<file path="src/common/dbg_params.svh">
`ifndef DBG_PARAMS_SVH
`define DBG_PARAMS_SVH

////////////////////////////////////////////////////////////////////////////
// widths
////////////////////////////////////////////////////////////////////////////

// data word and program counter
`define DBG_XLEN        32
// register file index
`define DBG_REG_AW      5
// memory word index
`define DBG_MEM_AW      15
// parser byte counter
`define DBG_CNT_W       3

////////////////////////////////////////////////////////////////////////////
// byte counts and special values
////////////////////////////////////////////////////////////////////////////

`define DBG_WORD_BYTES  4
`define DBG_ADDR_BYTES  2
// loading this value switches the breakpoint off
`define DBG_BP_OFF      32'hffff_ffff

`endif

</file>
<file path="src/common/dbg_pkg.sv">
package dbg_pkg;

    // low 3 bits of the first command byte
    typedef enum logic [2:0] {
        OP_RUN   = 3'd0,
        OP_RESET = 3'd1,
        OP_PRINT = 3'd2,
        OP_BREAK = 3'd3,
        OP_REG   = 3'd4,
        OP_MEM   = 3'd5,
        OP_STEP  = 3'd6
    } opcode_e;

    // top 3 bits of the register sub-op byte, anything but write reads
    typedef enum logic [2:0] {
        REG_READ  = 3'b010,
        REG_WRITE = 3'b100
    } reg_sub_e;

    typedef enum logic [2:0] {
        ST_IDLE,
        ST_BP_WORD,
        ST_REG_SUB,
        ST_REG_WORD,
        ST_MEM_ADDR,
        ST_MEM_WORD
    } parser_state_e;

endpackage

</file>
<file path="src/common/dbg_cmd_if.sv">
`include "dbg_params.svh"

// decoded commands, one-cycle strobes with operands valid alongside
interface dbg_cmd_if;

    logic                       run_stb;
    logic                       step_stb;
    logic                       bp_load_stb;
    logic                       reg_wr_stb;
    logic                       reg_rd_stb;
    logic                       mem_wr_stb;
    logic                       mem_rd_stb;
    logic [`DBG_XLEN-1:0]       word;
    logic [`DBG_REG_AW-1:0]     reg_addr;
    logic [`DBG_MEM_AW-1:0]     mem_addr;

    modport parser (
        output run_stb, step_stb, bp_load_stb,
        output reg_wr_stb, reg_rd_stb, mem_wr_stb, mem_rd_stb,
        output word, reg_addr, mem_addr
    );

    modport run (
        input run_stb, step_stb, bp_load_stb, word
    );

    modport access (
        input reg_wr_stb, reg_rd_stb, mem_wr_stb, mem_rd_stb,
        input word, reg_addr, mem_addr
    );

endinterface

</file>
<file path="src/cmd_parser/cmd_parser.sv">
`include "dbg_params.svh"

module cmd_parser (
    input  logic        clk_i,
    input  logic        rst_n,
    input  logic [7:0]  cmd_data_i,
    input  logic        cmd_data_valid_i,
    output logic        proc_reset_o,
    output logic        proc_inst_print_o,
    dbg_cmd_if.parser   cmd
);

    localparam logic [`DBG_CNT_W-1:0] WORD_LAST = `DBG_WORD_BYTES;
    localparam logic [`DBG_CNT_W-1:0] ADDR_LAST = `DBG_ADDR_BYTES;
    localparam int                    MEM_WR_BIT = 8 * `DBG_ADDR_BYTES - 1;

    dbg_pkg::parser_state_e     state;
    dbg_pkg::opcode_e           opcode;
    dbg_pkg::reg_sub_e          reg_sub;

    logic [7:0]                 byte_q;
    logic                       byte_vld_q;
    logic [`DBG_CNT_W-1:0]      byte_cnt;
    logic [`DBG_CNT_W-1:0]      byte_cnt_nxt;
    logic [`DBG_XLEN-1:0]       word_q;
    logic [`DBG_XLEN-1:0]       word_nxt;
    logic                       word_done;
    logic                       addr_done;
    logic                       collecting;

    ////////////////////////////////////////////////////////////////////////
    // byte capture
    ////////////////////////////////////////////////////////////////////////

    always_ff @(posedge clk_i or negedge rst_n) begin
        if (!rst_n) begin
            byte_vld_q <= 1'b0;
        end else begin
            byte_vld_q <= cmd_data_valid_i;
        end
    end

    always_ff @(posedge clk_i) begin
        if (cmd_data_valid_i) begin
            byte_q <= cmd_data_i;
        end
    end

    assign opcode  = dbg_pkg::opcode_e'(byte_q[2:0]);
    assign reg_sub = dbg_pkg::reg_sub_e'(byte_q[7:5]);

    // big-endian shift, newest byte lands in the low lane
    assign word_nxt     = {word_q[`DBG_XLEN-9:0], byte_q};
    assign byte_cnt_nxt = byte_cnt + 1'b1;
    assign word_done    = (byte_cnt_nxt == WORD_LAST);
    assign addr_done    = (byte_cnt_nxt == ADDR_LAST);

    assign collecting = (state == dbg_pkg::ST_BP_WORD)  ||
                        (state == dbg_pkg::ST_REG_WORD) ||
                        (state == dbg_pkg::ST_MEM_ADDR) ||
                        (state == dbg_pkg::ST_MEM_WORD);

    ////////////////////////////////////////////////////////////////////////
    // operands
    ////////////////////////////////////////////////////////////////////////

    always_ff @(posedge clk_i) begin
        if (byte_vld_q && collecting) begin
            word_q <= word_nxt;
        end
        if (byte_vld_q && state == dbg_pkg::ST_REG_SUB) begin
            cmd.reg_addr <= byte_q[`DBG_REG_AW-1:0];
        end
        if (byte_vld_q && state == dbg_pkg::ST_MEM_ADDR && addr_done) begin
            cmd.mem_addr <= word_nxt[`DBG_MEM_AW-1:0];
        end
    end

    assign cmd.word = word_q;

    ////////////////////////////////////////////////////////////////////////
    // command FSM
    ////////////////////////////////////////////////////////////////////////

    always_ff @(posedge clk_i or negedge rst_n) begin
        if (!rst_n) begin
            state             <= dbg_pkg::ST_IDLE;
            byte_cnt          <= '0;
            proc_reset_o      <= 1'b0;
            proc_inst_print_o <= 1'b0;
            cmd.run_stb       <= 1'b0;
            cmd.step_stb      <= 1'b0;
            cmd.bp_load_stb   <= 1'b0;
            cmd.reg_wr_stb    <= 1'b0;
            cmd.reg_rd_stb    <= 1'b0;
            cmd.mem_wr_stb    <= 1'b0;
            cmd.mem_rd_stb    <= 1'b0;
        end else begin
            // every strobe is a single cycle
            proc_reset_o      <= 1'b0;
            proc_inst_print_o <= 1'b0;
            cmd.run_stb       <= 1'b0;
            cmd.step_stb      <= 1'b0;
            cmd.bp_load_stb   <= 1'b0;
            cmd.reg_wr_stb    <= 1'b0;
            cmd.reg_rd_stb    <= 1'b0;
            cmd.mem_wr_stb    <= 1'b0;
            cmd.mem_rd_stb    <= 1'b0;
            if (byte_vld_q) begin
                case (state)
                    dbg_pkg::ST_IDLE: begin
                        byte_cnt <= '0;
                        case (opcode)
                            dbg_pkg::OP_RUN:   cmd.run_stb       <= 1'b1;
                            dbg_pkg::OP_RESET: proc_reset_o      <= 1'b1;
                            dbg_pkg::OP_PRINT: proc_inst_print_o <= 1'b1;
                            dbg_pkg::OP_STEP:  cmd.step_stb      <= 1'b1;
                            dbg_pkg::OP_BREAK: state <= dbg_pkg::ST_BP_WORD;
                            dbg_pkg::OP_REG:   state <= dbg_pkg::ST_REG_SUB;
                            dbg_pkg::OP_MEM:   state <= dbg_pkg::ST_MEM_ADDR;
                            // opcode 7 is dropped silently
                            default:           state <= dbg_pkg::ST_IDLE;
                        endcase
                    end
                    dbg_pkg::ST_REG_SUB: begin
                        if (reg_sub == dbg_pkg::REG_WRITE) begin
                            state <= dbg_pkg::ST_REG_WORD;
                        end else begin
                            cmd.reg_rd_stb <= 1'b1;
                            state          <= dbg_pkg::ST_IDLE;
                        end
                    end
                    dbg_pkg::ST_MEM_ADDR: begin
                        if (addr_done) begin
                            byte_cnt <= '0;
                            if (word_nxt[MEM_WR_BIT]) begin
                                state <= dbg_pkg::ST_MEM_WORD;
                            end else begin
                                cmd.mem_rd_stb <= 1'b1;
                                state          <= dbg_pkg::ST_IDLE;
                            end
                        end else begin
                            byte_cnt <= byte_cnt_nxt;
                        end
                    end
                    dbg_pkg::ST_BP_WORD, dbg_pkg::ST_REG_WORD, dbg_pkg::ST_MEM_WORD: begin
                        if (word_done) begin
                            byte_cnt        <= '0;
                            state           <= dbg_pkg::ST_IDLE;
                            cmd.bp_load_stb <= (state == dbg_pkg::ST_BP_WORD);
                            cmd.reg_wr_stb  <= (state == dbg_pkg::ST_REG_WORD);
                            cmd.mem_wr_stb  <= (state == dbg_pkg::ST_MEM_WORD);
                        end else begin
                            byte_cnt <= byte_cnt_nxt;
                        end
                    end
                    default: begin
                        state <= dbg_pkg::ST_IDLE;
                    end
                endcase
            end
        end
    end

endmodule

</file>
<file path="src/design/run_ctrl.sv">
`include "dbg_params.svh"

module run_ctrl (
    input  logic                    clk_i,
    input  logic                    rst_n,
    input  logic [`DBG_XLEN-1:0]    pc_i,
    input  logic                    pc_ov_i,
    dbg_cmd_if.run                  cmd,
    output logic                    proc_run_en_o
);

    logic [`DBG_XLEN-1:0]   bp_pc;
    logic                   bp_en;
    logic                   bp_hit;
    logic                   run_hold;

    ////////////////////////////////////////////////////////////////////////
    // breakpoint
    ////////////////////////////////////////////////////////////////////////

    always_ff @(posedge clk_i or negedge rst_n) begin
        if (!rst_n) begin
            bp_en <= 1'b0;
        end else if (cmd.bp_load_stb) begin
            bp_en <= (cmd.word != `DBG_BP_OFF);
        end
    end

    always_ff @(posedge clk_i) begin
        if (cmd.bp_load_stb) begin
            bp_pc <= cmd.word;
        end
    end

    assign bp_hit = bp_en && (pc_i == bp_pc);

    // overflow beats a new run, a new run beats the breakpoint
    always_ff @(posedge clk_i or negedge rst_n) begin
        if (!rst_n) begin
            run_hold <= 1'b0;
        end else if (pc_ov_i) begin
            run_hold <= 1'b0;
        end else if (cmd.run_stb) begin
            run_hold <= 1'b1;
        end else if (bp_hit) begin
            run_hold <= 1'b0;
        end
    end

    // a step opens the enable for its one strobe cycle
    assign proc_run_en_o = run_hold | cmd.step_stb;

endmodule

</file>
<file path="src/design/access_port.sv">
`include "dbg_params.svh"

module access_port (
    input  logic                        clk_i,
    input  logic                        rst_n,
    dbg_cmd_if.access                   cmd,
    output logic                        reg_wren_o,
    output logic [`DBG_REG_AW-1:0]      reg_addr_o,
    output logic [`DBG_XLEN-1:0]        reg_wdata_o,
    output logic                        reg_rdata_tx_o,
    output logic                        mem_wren_o,
    output logic [`DBG_MEM_AW-1:0]      mem_addr_o,
    output logic [`DBG_XLEN-1:0]        mem_wdata_o,
    output logic                        mem_rdata_tx_o
);

    logic [`DBG_REG_AW-1:0]     reg_addr_q;
    logic [`DBG_XLEN-1:0]       reg_wdata_q;
    logic [`DBG_MEM_AW-1:0]     mem_addr_q;
    logic [`DBG_XLEN-1:0]       mem_wdata_q;
    logic                       reg_acc;
    logic                       mem_acc;
    logic                       mem_rd_d1;

    assign reg_acc = cmd.reg_wr_stb | cmd.reg_rd_stb;
    assign mem_acc = cmd.mem_wr_stb | cmd.mem_rd_stb;

    // held copies keep the last access visible between commands
    always_ff @(posedge clk_i or negedge rst_n) begin
        if (!rst_n) begin
            reg_addr_q  <= '0;
            reg_wdata_q <= '0;
            mem_addr_q  <= '0;
            mem_wdata_q <= '0;
        end else begin
            if (reg_acc) reg_addr_q  <= cmd.reg_addr;
            if (cmd.reg_wr_stb) reg_wdata_q <= cmd.word;
            if (mem_acc) mem_addr_q  <= cmd.mem_addr;
            if (cmd.mem_wr_stb) mem_wdata_q <= cmd.word;
        end
    end

    // operands pass straight out in the strobe cycle itself
    assign reg_addr_o  = reg_acc ? cmd.reg_addr : reg_addr_q;
    assign reg_wdata_o = cmd.reg_wr_stb ? cmd.word : reg_wdata_q;
    assign mem_addr_o  = mem_acc ? cmd.mem_addr : mem_addr_q;
    assign mem_wdata_o = cmd.mem_wr_stb ? cmd.word : mem_wdata_q;

    assign reg_wren_o = cmd.reg_wr_stb;
    assign mem_wren_o = cmd.mem_wr_stb;

    // memory needs one more cycle of read latency than the register file
    always_ff @(posedge clk_i or negedge rst_n) begin
        if (!rst_n) begin
            reg_rdata_tx_o <= 1'b0;
            mem_rd_d1      <= 1'b0;
            mem_rdata_tx_o <= 1'b0;
        end else begin
            reg_rdata_tx_o <= cmd.reg_rd_stb;
            mem_rd_d1      <= cmd.mem_rd_stb;
            mem_rdata_tx_o <= mem_rd_d1;
        end
    end

endmodule

</file>
<file path="src/design/debug_core.sv">
`include "dbg_params.svh"

module debug_core (
    input  logic                        clk_i,
    input  logic                        rst_n,
    input  logic [7:0]                  cmd_data_i,
    input  logic                        cmd_data_valid_i,
    input  logic [`DBG_XLEN-1:0]        pc_i,
    input  logic                        pc_ov_i,
    output logic                        proc_run_en_o,
    output logic                        proc_reset_o,
    output logic                        proc_inst_print_o,
    output logic                        reg_wren_o,
    output logic [`DBG_REG_AW-1:0]      reg_addr_o,
    output logic [`DBG_XLEN-1:0]        reg_wdata_o,
    output logic                        reg_rdata_tx_o,
    output logic                        mem_wren_o,
    output logic [`DBG_MEM_AW-1:0]      mem_addr_o,
    output logic [`DBG_XLEN-1:0]        mem_wdata_o,
    output logic                        mem_rdata_tx_o
);

    dbg_cmd_if u_cmd_if ();

    cmd_parser u_cmd_parser (
        .clk_i             (clk_i),
        .rst_n             (rst_n),
        .cmd_data_i        (cmd_data_i),
        .cmd_data_valid_i  (cmd_data_valid_i),
        .proc_reset_o      (proc_reset_o),
        .proc_inst_print_o (proc_inst_print_o),
        .cmd               (u_cmd_if.parser)
    );

    run_ctrl u_run_ctrl (
        .clk_i         (clk_i),
        .rst_n         (rst_n),
        .pc_i          (pc_i),
        .pc_ov_i       (pc_ov_i),
        .cmd           (u_cmd_if.run),
        .proc_run_en_o (proc_run_en_o)
    );

    access_port u_access_port (
        .clk_i          (clk_i),
        .rst_n          (rst_n),
        .cmd            (u_cmd_if.access),
        .reg_wren_o     (reg_wren_o),
        .reg_addr_o     (reg_addr_o),
        .reg_wdata_o    (reg_wdata_o),
        .reg_rdata_tx_o (reg_rdata_tx_o),
        .mem_wren_o     (mem_wren_o),
        .mem_addr_o     (mem_addr_o),
        .mem_wdata_o    (mem_wdata_o),
        .mem_rdata_tx_o (mem_rdata_tx_o)
    );

endmodule

</file>
<file path="config.mk">
export PLATFORM = sky130hd
export DESIGN_NAME = debug_core
export DESIGN_NICKNAME = d
export VERILOG_FILES = /design/src/common/dbg_pkg.sv /design/src/common/dbg_cmd_if.sv /design/src/cmd_parser/cmd_parser.sv /design/src/design/run_ctrl.sv /design/src/design/access_port.sv /design/src/design/debug_core.sv
export VERILOG_INCLUDE_DIRS = /design/src /design/src/common
export SDC_FILE = /design/constraint.sdc
export NUM_CORES = 1
export LEC_CHECK = 0
export ABC_AREA = 1
export BUFFER_PORTS_ARGS = -buffer_cell sky130_fd_sc_hd__buf_2
export CAP_MARGIN = 20
export CORE_AREA = 2 2 131 133
export CTS_BUF_LIST = sky130_fd_sc_hd__clkbuf_16
export CTS_CLUSTER_SIZE = 12
export DETAILED_ROUTE_END_ITERATION = 12
export DIE_AREA = 0 0 133 135
export PLACE_DENSITY = 0.72
export SLEW_MARGIN = 20
export SYNTH_ARGS = -nofsm -noshare
export SYNTH_HDL_FRONTEND = slang
export SYNTH_SLANG_ARGS = --single-unit
</file>
<file path="constraint.sdc">
create_clock -name clk_i -period 2.4 [get_ports clk_i]
set_input_delay 0.36 -clock clk_i [delete_from_list [all_inputs] [get_ports clk_i]]
set_output_delay 0.36 -clock clk_i [all_outputs]
set_load 0.005 [all_outputs]
</file>
# Yosys cells after proc, flatten, opt, wreduce, memory -nomap -nowiden
# Cells that the tools add are included.
# totals
input_bits,44
regBits,197
# op_classes
n_eq_ne,19
bitwise,3
addsub,1
reduce_logical,16
n_mux,44
# ops
operator,n
$mux 32,2
$eq 32x32->1,1
$ne 32x32->1 const B,1
$mux 1,31
$pmux 3 s4,2
$eq 3x3->1 const B,7
$eq 3x2->1 const B,5
$mux 15,1
$mux 3,5
$pmux 3 s3,1
$eq 3x1->1 const B,2
$logic_not 3->1,2
$reduce_bool 3->1,2
$logic_and 1x1->1,5
$mux 5,1
$ne 2x1->1 const B,2
$reduce_and 4->1,1
$reduce_or 4->1,1
$add 3x1->3 const B,1
$logic_or 1x1->1,3
$or 1x1->1,3
$reduce_or 3->1,1
$mux 2,1
$ne 2x2->1 const B,1
$reduce_and 2->1,1

# Depth between registers and ports, before layout
# depth
word_depth,5
ltp_mapped,10

# Hierarchy
# Synthesis repeated with hierarchy kept, for this count alone.
# hier_totals
cells_unflattened,670
area_unflattened_um2,7627.3
# by_module_without_submodules
module,cells_per_inst,area_each_um2,instances,seq_area_each_um2
access_port,362,3392.0,1,2177.1
cmd_parser,162,2633.8,1,2202.1
run_ctrl,146,1601.5,1,1011.0

# Worst setup path before layout
# OpenSTA, ideal clock, no wires.
# synth_timing
path_type,register -> register
start,register u_cmd_parser.byte_cnt[0]
end,"register u_cmd_parser.cmd.mem_addr[0], enable pin"
path_stages_with_launch,6
t_arrival_ns,2.065
synth_period_minus_slack_ns,2.471
setup_slack_ns,-0.071
cell_sequence,dfrtp_1 > ha_1 > xor2_1 > nor2_1 > inv_1 > nor3_1
# synth_between
elab_chain_cells,3
# synth_rtl
element,line,text
from (decl),cmd_parser.sv:23,logic [`DBG_CNT_W-1:0] byte_cnt;
from (signal assigned),cmd_parser.sv:143,byte_cnt <= byte_cnt_nxt;
from (signal assigned),cmd_parser.sv:154,byte_cnt <= byte_cnt_nxt;
$add 3x1->3,cmd_parser.sv:54,assign byte_cnt_nxt = byte_cnt + 1'b1;
$eq 3x2->1,cmd_parser.sv:56,assign addr_done = (byte_cnt_nxt == ADDR_LAST);
$logic_and 1x1->1,cmd_parser.sv:74,if (byte_vld_q && state == dbg_pkg::ST_MEM_ADDR && addr_done) begin
to (signal assigned),cmd_parser.sv:75,cmd.mem_addr <= word_nxt[`DBG_MEM_AW-1:0];
to (decl),dbg_cmd_if.sv:20,"output word, reg_addr, mem_addr"
# Every way passes these cells.
# A chain may end at the register's enable or synchronous reset.

# Worst setup path in the final report
# layout_timing
start,register u_cmd_parser.cmd.mem_wr_stb
end,output port mem_wdata_o[30]
# layout_between
elab_chain_cells,1
# layout_rtl
element,line,text
from (decl),dbg_cmd_if.sv:19,"output reg_wr_stb, reg_rd_stb, mem_wr_stb, mem_rd_stb,"
from (signal assigned),cmd_parser.sv:152,cmd.mem_wr_stb <= (state == dbg_pkg::ST_MEM_WORD);
$mux 32,access_port.sv:47,assign mem_wdata_o = cmd.mem_wr_stb ? cmd.word : mem_wdata_q;
to (decl),debug_core.sv:19,"output logic [`DBG_XLEN-1:0] mem_wdata_o,"
# Every way passes these cells.

==> results.sh <==
export IMPL_gr_usage_all_layers_pct=17.6
export IMPL_io_port_bufs=134
export IMPL_synth_seq_area_share_pct=73.3
export IMPL_rsz0062_at_grt="no"
export IMPL_synthesis_nets=630
export IMPL_fin_ws_ps=198
export IMPL_crit_fanout=65
export IMPL_timing_max_slew_rel_slack_pct=56.9
export IMPL_synth_cell_type_count=32
export IMPL_total_leakage_power_nw=4.25
export IMPL_detail_route_first_pass_iterations=5
export IMPL_ys_flop_type="dfrtp_1"
export IMPL_drv_cap=0
export IMPL_max_vdd_ir_drop_uv=475
export IMPL_r2r_cells=6
export IMPL_timing_critical_path_required_ps=2040
export IMPL_finalCritPeriodShare_pct=91.7
export IMPL_ctsLongestPathBuffers=2
export IMPL_worstHoldPathCells=1
export IMPL_timing_critical_path_cells="buf_4, nor2_1, a21oi_1, buf_2"
export IMPL_p_per_area_nw_per_um2=835
export IMPL_post_layout_nonfiller_instances=964
export IMPL_path_class="flop to output pin"
export IMPL_timing_critical_path_buf_inv=2
export IMPL_synth_area_top_cells="edfxtp_1 38%, dfrtp_1 36%, nor2_1 4.4%, a21oi_1 4.4%, inv_1 3.3%"
export IMPL_synth_top_cell_area_share_pct=37.6
export IMPL_mean_area_per_synthesized_cell_sq_um=12.6
export IMPL_max_clock_freq_mhz=454
export IMPL_ctsHtreeMaxLevel=4
export IMPL_finalCriticalPeriod_ps=2200
export IMPL_r2r_slack_ps=660
export IMPL_hold_path_class="input port to flop"
export IMPL_grt_start_max_net_pins=66
export IMPL_worstSetupStartpointType="flop"
export IMPL_dr_first_iter_drc_count=337
export IMPL_design_core_area_sq_um=16400
export IMPL_asyncSetResetFlopFracSynth_pct=53.3
export IMPL_detailedPlacementHpwl_mm=10.6
export IMPL_regToRegStartpoint="u_cmd_parser.byte_cnt[0]"
export IMPL_number_of_buffers_inserted_by_post_cts_setup_repair=0
export IMPL_synth_largest_area_cell="edfxtp_1"
export IMPL_ctsHoldBuffers=1
export IMPL_wl_per_cell_microns=16.0
export IMPL_grt_pass1_wl_mm=23.8
export IMPL_ff_latch_area_sq_um=5390
export IMPL_worst_path_dominant_cell_family="buffers and inverters"
export IMPL_design_die_area_sq_um=18000
export IMPL_gpl_final_weighted_congestion=0.778
export IMPL_clk_transition_reported_paths_ps=70
export IMPL_cts_num_sinks=197
export IMPL_timing_rr_end="u_cmd_parser.cmd.mem_addr[8]"
export IMPL_slew_violations=0
export IMPL_synth_ff_latch_count=197
export IMPL_drt_vias_per_instance=4.79
export IMPL_place_detailed_instances=930
export IMPL_route_antenna_remaining_nets=0
export IMPL_synth_edf_count=92
export IMPL_worst_max_slew_pin_slew_ps=646
export IMPL_result_of_the_run="complete, no violations"
export IMPL_pre_cts_worst_setup_slack_ps=646
export IMPL_synthCells=583
export IMPL_setup_tns_after_final_layout_ps=0
export IMPL_setup_viol_count_final=0
export IMPL_filler_cell_count=1364
export IMPL_gr_total_overflow=0
export IMPL_area_growth_syn_to_layout_pct=21.4
export IMPL_top_level_ports=135
export IMPL_die_width_microns=133
export IMPL_final_util_pct=54.4
export IMPL_vias=4616
export IMPL_leading_cell_types_by_count_after_synthesis="105 x dfrtp_1, 92 x edfxtp_1, 86 x nor2_1"
export IMPL_critPathMaxStageDelay_ps=500
export IMPL_critPathArrivalTime_ps=1840
export IMPL_cts_tree="built"
export IMPL_number_of_global_route_vias_before_repair=4470
export IMPL_hold_path_startpoint="cmd_data_i[5]"
export IMPL_floorplan_initialDensity_pct=44.8
export IMPL_final_nets=777
export IMPL_die_h_microns=135
export IMPL_std_cell_rows=47
export IMPL_cell_at_the_slowest_stage_of_the_critical_path="buf_4"
export IMPL_drc=0
export IMPL_grt_antenna_before_repair=1
export IMPL_syn_area_sq_um=7350
export IMPL_yosys_cell_count_top_type="dfrtp_1"
export IMPL_final_hold_viol_count=0
export IMPL_routed_wl_mm=15.4
export IMPL_clock_skew_final_ps=9.48
export IMPL_multi_input_area_sq_um=1640
export IMPL_final_layout_size_suffix_gt1_share_pct=27.5
export IMPL_yosys_warnings=0
export IMPL_timing_hold_worst_endpoint="u_cmd_parser.byte_q[5]"
export IMPL_worst_skew_pair_late_latency_ps=430
export IMPL_cts_buffers_inserted=17
export IMPL_cts_root_buffer_cell="clkbuf_16"
export IMPL_worst_setup_path_end_kind="output pin"
export IMPL_post_cts_resized_instances=0
## per-layer routing
| layer | vias to the layer above | share of wire, % | wire, microns | track usage [%] |
|---|---|---|---|---|
| met2 | 124 | 48 | 7450 | 28.0 |
| li1 | 2227 | - | - | - |
| met1 | 2244 | 45 | 6940 | 23.3 |
| met3 | 21 | 4.2 | 649 | 4.28 |
| met5 | - | 0 | 0 | 0 |
| met4 | 0 | 2.2 | 340 | 7.71 |
## logic make-up (layout without fill, tap and decap cells)
family                     after synthesis  after routing  share of synthesized area, %
xor gates and xnor gates                25             25                          2.98
buffers and inverters                   83            243                          4.43
adders and majority gates                3              3                         0.511
DFF                                    197            197                          73.3
AOI/OAI and AO/OA                       75             75                          5.41
other                                    0              1                             0
and+or+nand+nor                        179            179                          10.1
muxes                                   21             21                          3.20
## worst reg2reg max path: stages (launching register included)
cell	delay (ps)
dfrtp_1	430
ha_1	250
xor2_1	160
nor2_1	160
inv_1	90
nor3_2	100
buf_4	250
## cell usage in the layout, fill, tap and decap left out, types with 4 or more instances in the layout
cell type,count
a21oi_1,64
nor3_1,7
nand3_1,11
dfrtp_1,103
buf_4,6
nor2_1,86
o21ai_0,4
clkinvlp_4,4
clkbuf_16,18
nand2_1,57
mux2_2,20
xnor2_1,24
edfxtp_1,92
buf_2,133
inv_1,66
nand4_1,8
## report_power, final
part / leakage [nW] / internal [mW] / switching (mW)
Combinational: 1.69 / 0.295 / 0.410
Sequential: 2.29 / 3.82 / 0.176
Clock: 0.275 / 1.50 / 1.25
Total: 4.25 / 5.62 / 1.83
## cell type report
cell class                      count  area share (%)
Tap cell                          220            3.08
Multi-Input combinational cell    303            18.4
Clock inverter                     14            1.46
Inverter                           68            2.86
Clock buffer                       18            5.05
Sequential cell                   197            60.4
Timing Repair Buffer              143            8.75
Antenna cell                        1          0.0280
## sequential cells by signal, summed over array words and instances (netlist names), 3 cells and up
name                       count
u_access_port.mem_wdata_q     32
u_access_port.reg_wdata_q     32
u_cmd_parser.cmd.word         32
u_run_ctrl.bp_pc              32
u_access_port.mem_addr_q      15
u_cmd_parser.cmd.mem_addr     15
u_cmd_parser.byte_q            8
u_access_port.reg_addr_q       5
u_cmd_parser.cmd.reg_addr      5
u_cmd_parser.byte_cnt          3
u_cmd_parser.state             3
## through the flow
step,cell area (sq um),hold WS (ps),total power [mW]
floorplan,7360,64.4,4.40
finish,8930,103,7.45
global route,8930,81.8,7.74
detailed placement,8330,339,4.78
CTS,8920,85.5,7.51
global placement,8330,333,4.76
## how the worst max path moves through the flow
stage / slack (ps) / startpoint / endpoint / depth (start not counted)
final: 200 / u_cmd_parser.cmd.mem_wr_stb / mem_wdata_o[30] / 4
after global routing: 40 / u_cmd_parser.cmd.mem_wr_stb / mem_wdata_o[30] / 4
after CTS: 180 / u_cmd_parser.cmd.mem_wr_stb / mem_wdata_o[30] / 4
after detailed placement: 650 / u_cmd_parser.cmd.mem_wr_stb / mem_wdata_o[30] / 4
after global placement: 700 / u_cmd_parser.byte_cnt[0] / u_cmd_parser.cmd.mem_addr[8] / 6
after floorplan: 390 / u_cmd_parser.byte_cnt[0] / u_cmd_parser.cmd.mem_addr[0] / 5
Power figures use the tool's default switching activity.
